$ cat config.mk
export PLATFORM = sky130hd
export DESIGN_NAME = pe_multiplier
export DESIGN_NICKNAME = d
export VERILOG_FILES = /design/src/design/pe_isa_pkg.sv /design/src/design/pe_datapath_pkg.sv /design/src/design/pe_multiplier.sv
export VERILOG_INCLUDE_DIRS = /design/src /design/src/design
export SDC_FILE = /design/constraint.sdc
export NUM_CORES = 1
export LEC_CHECK = 0
export ABC_AREA = 0
export BUFFER_PORTS_ARGS = -buffer_cell sky130_fd_sc_hd__buf_2
export CAP_MARGIN = 20
export CORE_MARGIN = 3
export CORE_UTILIZATION = 55
export DETAILED_ROUTE_END_ITERATION = 10
export PLACE_DENSITY = 0.72
export RECOVER_POWER = 100
export REMOVE_ABC_BUFFERS = 1
export SLEW_MARGIN = 15
export SYNTH_ARGS = -nofsm -noshare
export SYNTH_HDL_FRONTEND = slang
export SYNTH_SLANG_ARGS = --single-unit
export TNS_END_PERCENT = 10
$ cat constraint.sdc
create_clock -name vclk -period 16.2
set_input_delay 0.81 -clock vclk [all_inputs]
set_output_delay 0.81 -clock vclk [all_outputs]
set_load 0.01 [all_outputs]
$ cat src/design/pe_settings.svh
`ifndef PE_SETTINGS_SVH
`define PE_SETTINGS_SVH

// **************************************************
// Processing element sizing
// **************************************************

`define PE_DATA_WIDTH 16 // Datapath word width
`define PE_ADDR_WIDTH 4  // Register address width
`define PE_NUM_REGS   16 // Register file depth

`endif

$ cat src/design/pe_isa_pkg.sv
`include "pe_settings.svh"

package pe_isa_pkg;

	// **************************************************
	// Opcodes issued by the array controller
	// **************************************************

	typedef enum logic [3:0] {
		NOP   = 4'd0,  // No unit, no write-back
		ADD   = 4'd1,  // ALU, x + y
		SUB   = 4'd2,  // ALU, x - y
		AND   = 4'd3,  // ALU bitwise
		OR    = 4'd4,  // ALU bitwise
		XOR   = 4'd5,  // ALU bitwise
		MUL   = 4'd6,  // Multiplier, signed
		SHL   = 4'd7,  // Shifter, logical left
		SHR   = 4'd8,  // Shifter, logical right
		SRA   = 4'd9,  // Shifter, arithmetic right
		BCAST = 4'd10  // Broadcast word into rd
	} pe_opcode_e;

	// **************************************************
	// Instruction word
	// **************************************************

	typedef struct packed {
		pe_opcode_e                opcode;  // Operation
		logic [`PE_ADDR_WIDTH-1:0] rd;      // Destination register
		logic [`PE_ADDR_WIDTH-1:0] rs_x;    // Source for operand x
		logic [`PE_ADDR_WIDTH-1:0] rs_y;    // Source for operand y
		logic [`PE_DATA_WIDTH-1:0] bc_data; // Broadcast word
	} pe_instr_t;

endpackage

$ cat src/design/pe_datapath_pkg.sv
`include "pe_settings.svh"

package pe_datapath_pkg;

	// Unit select, at most one bit high
	typedef struct packed {
		logic alu; // ALU result
		logic mul; // Multiplier result
		logic shf; // Shifter result
		logic bc;  // Broadcast word
	} unit_en_t;

	// **************************************************
	// Execute stage register contents
	// **************************************************

	typedef struct packed {
		logic                      valid;   // Instruction writes back
		pe_isa_pkg::pe_opcode_e    opcode;  // Operation for ALU and shifter
		logic [`PE_ADDR_WIDTH-1:0] rd;      // Write-back address
		unit_en_t                  unit_en; // Result source
		logic [`PE_DATA_WIDTH-1:0] x;       // Forwarded operand x
		logic [`PE_DATA_WIDTH-1:0] y;       // Forwarded operand y
		logic [`PE_DATA_WIDTH-1:0] bc_data; // Broadcast word
	} exec_stage_t;

	typedef struct packed {
		logic                      valid; // Write pulse
		logic [`PE_ADDR_WIDTH-1:0] addr;  // Register address
		logic [`PE_DATA_WIDTH-1:0] data;  // Result word
	} wb_t;

	typedef struct packed {
		logic alu_saturate; // Signed clamp on ADD and SUB
		logic mul_high;     // Upper product half
	} pe_cfg_t;

endpackage

$ cat src/design/pe_multiplier.sv
`include "pe_settings.svh"

module pe_multiplier
(
	input  logic [`PE_DATA_WIDTH-1:0] x,     // Multiplicand, signed
	input  logic [`PE_DATA_WIDTH-1:0] y,     // Multiplier, signed
	input  pe_datapath_pkg::pe_cfg_t  cfg,   // Uses mul_high
	output logic [`PE_DATA_WIDTH-1:0] result // Selected product half
);

	localparam int PROD_W = 2 * `PE_DATA_WIDTH;

	logic signed [PROD_W-1:0] product; // Full signed product

	// **************************************************
	// Single cycle signed multiply
	// **************************************************

	assign product = $signed(x) * $signed(y);

	// High half carries the sign and the fixed-point integer part
	assign result = cfg.mul_high ? product[PROD_W-1:`PE_DATA_WIDTH]
		: product[`PE_DATA_WIDTH-1:0];

endmodule

==> flow_summary.yaml, run 1 <==
outcome:
  outcome: "completed"
die:
  fp.dieW_um: 142
  core_area_mm2: 0.0180
  row_count: 49
  die_h_um: 142
  die-area_mm2: 0.0201
  start_util_pct: 56.3
  ios: 50
timing:
  grt_setup_unrepaired: "no"
  worst_pin_slew_ps: 1020
  timing.final.crit_period_ps: 8490
  finalMaxSlewViolations: 0
  hold_viol: 0
  setup_viol: 0
  finalCritPeriodShare_pct: 52.4
  fin_setup_tns_ps: 0
  hold_slack_ps: 2170
  worst_slack_ps: 7710
  relSlewSlack_pct: 31.9
  fmax_ghz: 0.118
hold_path:
  whs_path_depth: 4
  min_from: "y[0]"
  hold_path_end: "result[0]"
  min_path_type: "primary input to output port"
logic_synthesis:
  netlist.area_leader.share_pct: 51.7
  synth_cells: 1130
  syn-mean-instance-area_um2: 8.98
  syn_area_mm2: 0.0101
  synthTopCellsByArea: "fa_1 (52%), inv_1 (11%), ha_1 (10%)"
  ys_seq_area_share_pct: 0
  netlist.top_cell.by_area: "fa_1"
  synth.distinct_cells: 55
  yosys_warnings: 0
finish:
  seq_cells: 0
  register_area_um2: 0
  n_antenna_cell: 0
  drive_gt1_share_pct: 4.39
  n_clock_buffer: 0
  fin_nets: 1520
  syn2layout_area_growth_pct: 3.33
worst_setup_path:
  startpoint_type: "primary input"
  worstPathMaxFanout: 16
  critical_path_required_ps: 15390
  crit_type: "primary input to output port"
  crit_arrival_ps: 7680
  endpoint_kind: "output port"
drt:
  drt_iter0_markers: 347
  avgRoutedWirePerCell_um: 16.8
  via_per_inst: 5.44
  firstDrtPassIters: 5
  ant_nets: 0
  post-route-drc-count: 0
  vias: 7446
  wl_um: 23000
flow_run:
  maxCapViolations: 0
place:
  post-dp-hpwl_um: 19300
  gp_congestion: 0.917
  dpl_worst_slack_ps: 8310
  io_buffers: 49
cts:
  hold_buffers: 0
  post_cts_buffers: 0
  post_cts_resized: 0
grt:
  grt_pass1_wl_um: 39900
  antenna_found_initial: 0
  grt_max_degree: 27
  grt.total_usage_pct: 24.6
  grt_overflow: 0
  grt_pass1_vias: 8116
==> placed cells by master, fill, tap and decap left out, drive strengths merged, types with 2 or more instances in the layout <==
master  Yosys  routed
o21ai      22      22
nand2b      5       5
nor2       27      27
a221oi      3       3
o22ai       2       2
and3        2       2
nand4b      2       2
and2      124     124
nand2     139     139
a211oi      7       7
fa        262     262
xor2        6       6
buf         1      37
a31o        2       2
nor3        7       7
o21a        2       2
o21bai      3       3
a31oi       7       7
or2         2       2
a311oi      3       3
xnor2      20      20
nor4        2       2
a21o       14      14
a211o       2       2
ha         82      82
or3         3       3
clkbuf     38      12
a21boi      2       2
nand3       5       5
o211ai      5       5
a21oi      19      19
inv       287     287
mux2        3       3
mux2i       5       5
==> area by class of cell <==
cell class | count | area (um2)
fillers | 1643 | 7540
inverters | 287 | 1080
multi-input cells | 804 | 8890
well taps | 229 | 287
repair buffers | 49 | 230
==> critical path: stages <==
cell and delay, ps:
clkbuf_1 730, nand2_1 180, fa_1 520, fa_1 580
fa_1 450, fa_1 560, inv_1 60, fa_1 480
inv_1 50, fa_1 480, inv_1 50, ha_1 320
o21ai_0 170, nor2_1 100, a311oi_1 670, o21ai_0 340
a211o_1 430, a2111o_1 420, o211a_1 130, buf_2 140
==> worst max-delay path by stage <==
stage,startpoint,to,slack (ps)
6_report,x[9],result[11],7710
3_3_place_gp,x[15],result[10],8390
2_1_floorplan,y[1],result[10],9250
5_1_grt,x[9],result[11],7420
3_5_place_dp,x[15],result[14],8310
4_1_cts,x[15],result[14],8300
==> per-layer routing <==
| metal | share of wire (%) | global-route usage (%) | vias up |
|---|---|---|---|
| met2 | 52 | 44.4 | 169 |
| li1 | - | - | 3373 |
| met3 | 3.6 | 0.640 | 23 |
| met4 | 1.5 | 3.48 | 0 |
| met1 | 43 | 34.2 | 3881 |
| met5 | 0 | 0 | - |
==> stage by stage <==
stage                     area, um2  util (%)  std cells
after detailed placement      10500      58.4       1369
after floorplan                9990         -       1091
final                         10500      58.2       1369
after CTS                     10500      58.4       1369
after global placement        10500      58.4       1369
after global routing          10500      58.2       1369
==> synthesized netlist by cell type, drive strengths merged (6+ instances only) <==
cell / n
inv: 287
fa: 262
nand2: 139
and2: 124
ha: 82
clkbuf: 38
nor2: 27
o21ai: 22
xnor2: 20
a21oi: 19
a21o: 14
a211oi: 7
a31oi: 7
nor3: 7
xor2: 6
==> cell families after synthesis <==
family	share of synthesized area (%)
adders and majority gates	61.8
buffers and inverters	12.2
and+or+nand+nor	15.9
AOI/OAI and AO/OA	7.07
xor gates and xnor gates	2.24
muxes	0.826
Power of run 1 is left out: the tool's default activity adds up to more than one toggle a clock period on the data nets, which glitch-free logic cannot reach.
==> run 2, diff against run 1 <==
- PLACE_DENSITY: 0.72 -> 0.75
- clock period: 16.2 -> 7.4 ns (I/O delays scaled with it)
==> flow_summary.yaml, run 2 (same netlist as run 1, synthesis figures left out) <==
place:
  post-dp-hpwl_um: 19600
  placement.cell_area_mm2: 0.0105
  placed_cells: 1371
  io_buffers: 49
  gp_congestion: 0.921
worst_setup_path:
  slowest_delay_ps: 750
  critPathSlowestCell: "fa_1"
  path_cells: "buf_2, nand2_1, inv_1, fa_1, fa_1, fa_1, fa_1, fa_1, inv_1, fa_1, inv_1, ha_1, a21o_1, a221oi_1, o21bai_1, a22o_1, a311oi_1, nand4b_1, o311ai_0, clkbuf_1"
  worstPathMaxFanout: 16
  startpoint_type: "primary input"
  crit_arrival_ps: 6370
  crit_type: "primary input to output port"
  endpoint_kind: "output port"
  critical_path_required_ps: 7030
  crit_path_frequent_cell: "fa_1"
die:
  die_h_um: 142
  ios: 50
  core_area_mm2: 0.0180
  row_count: 49
  start_util_pct: 56.3
  fp.dieW_um: 142
  die-area_mm2: 0.0201
finish:
  seq_cells: 0
  finalNonFillerCells: 1371
  final_area_mm2: 0.0105
  n_antenna_cell: 0
  register_area_um2: 0
  layout_commonest_cell: "inv_1"
  layout_common_cells: "inv_1 (287), fa_1 (262), nand2_1 (139), and2_1 (124), ha_1 (82)"
  fin_nets: 1522
  syn2layout_area_growth_pct: 3.69
  n_clock_buffer: 0
  drive_gt1_share_pct: 4.82
outcome:
  outcome: "completed"
drt:
  drt_iter0_markers: 409
  ant_nets: 0
  vias: 7562
  firstDrtPassIters: 7
  wl_um: 23200
  post-route-drc-count: 0
  avgRoutedWirePerCell_um: 17.0
  via_per_inst: 5.52
timing:
  setup_viol: 0
  worst_pin_slew_ps: 637
  finalCritPeriodShare_pct: 91.1
  fin_setup_tns_ps: 0
  finalMaxSlewViolations: 0
  fmax_ghz: 0.148
  grt_setup_unrepaired: "no"
  timing.final.crit_period_ps: 6740
  hold_viol: 0
  relSlewSlack_pct: 57.3
grt:
  grt_overflow: 0
  grt_max_degree: 27
  antenna_found_initial: 0
  grt.total_usage_pct: 24.4
  grt_pass1_vias: 8181
  grt_pass1_wl_um: 39700
cts:
  post_cts_buffers: 0
  hold_buffers: 0
  post_cts_resized: 0
hold_path:
  min_path_type: "primary input to output port"
flow_run:
  maxCapViolations: 0
==> run 2: cell count changes in the layout (fill, tap and decap cells not counted), sizes merged <==
cell	change
buf	+2
==> run 2: per-layer routing <==
| metal | vias up | GRT usage (%) | routed length [um] |
|---|---|---|---|
| met5 | - | 0 | 0 |
| met4 | 0 | 3.89 | 378 |
| met3 | 31 | 1.48 | 1200 |
| met2 | 235 | 44.3 | 12200 |
| met1 | 3918 | 33.1 | 9460 |
| li1 | 3378 | - | - |
==> run 2: area by class of cell <==
type               count  area (um2)
multi-input cells    804        8910
fillers             1599        7510
inverters            287        1080
well taps            229         287
repair buffers        51         245
==> run 2: worst paths after layout <==
path | slack, ps | endpoint | start | depth (start not counted)
max | 660 | result[14] | x[15] | 20
min | 1270 | result[0] | y[0] | 4
==> run 2: per-stage QoR <==
step,utilization [%],hold slack (ps),worst slack [ps]
after global routing,58.4,1310,371
final,58.4,1270,660
after global placement,58.4,1290,753
after detailed placement,58.4,1280,720
after floorplan,-,817,1330
after CTS,58.4,1280,715
==> run 2: worst max-delay path: cells and delay by family <==
family | cells | cell delay, ps
simple gates | 2 | 290
fa+ha+maj | 7 | 3630
buf+inv | 5 | 610
compound gates | 6 | 1470
Power of run 2 is left out for the same reason.
==> run 3, diff against run 2 <==
- CORE_UTILIZATION: 55 -> 50
- PLACE_DENSITY: 0.75 -> 0.69
==> flow_summary.yaml, run 3 (same netlist as run 1, synthesis figures left out) <==
timing:
  worst_pin_slew_ps: 652
  finalCritPeriodShare_pct: 94.1
  timing.final.crit_period_ps: 6960
  hold_slack_ps: 1250
  hold_viol: 0
  finalMaxSlewViolations: 0
  relSlewSlack_pct: 56.2
  fmax_ghz: 0.144
  setup_viol: 0
  fin_setup_tns_ps: 0
  grt_setup_unrepaired: "no"
die:
  start_util_pct: 51.4
  die-area_mm2: 0.0220
  die_h_um: 148
  fp.dieW_um: 148
  core_area_mm2: 0.0197
  ios: 50
  row_count: 51
cts:
  post_cts_resized: 0
  post_cts_buffers: 0
  hold_buffers: 0
finish:
  drive_gt1_share_pct: 5.07
  syn2layout_area_growth_pct: 4.27
  layout_commonest_cell: "inv_1"
  n_clock_buffer: 0
  seq_cells: 0
  n_antenna_cell: 0
  final_area_mm2: 0.0106
  fillers: 1823
  fin_nets: 1524
  finalNonFillerCells: 1409
  layout_common_cells: "inv_1 (287), fa_1 (262), nand2_1 (139), and2_1 (124), ha_1 (82)"
  register_area_um2: 0
place:
  gp_congestion: 0.866
  placed_cells: 1409
  post-dp-hpwl_um: 19700
  io_buffers: 49
  placement.cell_area_mm2: 0.0106
drt:
  vias: 7403
  ant_nets: 0
  post-route-drc-count: 0
  firstDrtPassIters: 5
  drt_iter0_markers: 305
  wl_um: 22800
  via_per_inst: 5.25
  avgRoutedWirePerCell_um: 16.2
grt:
  grt_pass1_wl_um: 39400
  grt_max_degree: 27
  grt.total_usage_pct: 22.0
  grt_overflow: 0
  antenna_found_initial: 0
  grt_pass1_vias: 7907
worst_setup_path:
  crit_type: "primary input to output port"
  crit_arrival_ps: 6590
  endpoint_kind: "output port"
  critical_path_required_ps: 7030
  startpoint_type: "primary input"
  worstPathMaxFanout: 16
flow_run:
  maxCapViolations: 0
hold_path:
  whs_path_depth: 4
  min_path_type: "primary input to output port"
outcome:
  outcome: "completed"
## run 3: area by class of cell
type / count / area, um2 / area share [%]
multi-input cells: 804 / 8910 / 84.2
inverters: 287 / 1080 / 10.2
well taps: 265 / 332 / 3.13
repair buffers: 53 / 263 / 2.48
## run 3: through the flow
| step | util (%) | setup WS (ps) |
|---|---|---|
| floorplan | - | 1330 |
| global placement | 53.7 | 505 |
| detailed placement | 53.7 | 462 |
| CTS | 53.7 | 435 |
| global route | 53.6 | 46.3 |
| finish | 53.6 | 435 |
## run 3: routing by layer
metal	track usage (%)	part of all wire, %
met1	31.5	44
met2	39.1	52
met3	0.488	3.4
met4	2.77	1.1
met5	0	0
## run 3: worst paths after layout
kind	from	to	slack [ps]
setup / recovery	x[15]	result[14]	440
hold / removal	y[0]	result[0]	1250
## run 3: critical path, stage by stage
cell and delay (ps):
buf_2 310, nand2_1 160, inv_1 160, fa_1 550, fa_1 910, fa_1 540, fa_1 500, fa_1 490
inv_1 50, fa_1 470, inv_1 40, ha_1 390, and3_1 200, a221oi_1 300, o21bai_1 170, a22o_1 250
a311oi_1 300, nand4b_1 130, o311ai_0 120, clkbuf_2 200
Power of run 3 is left out for the same reason.
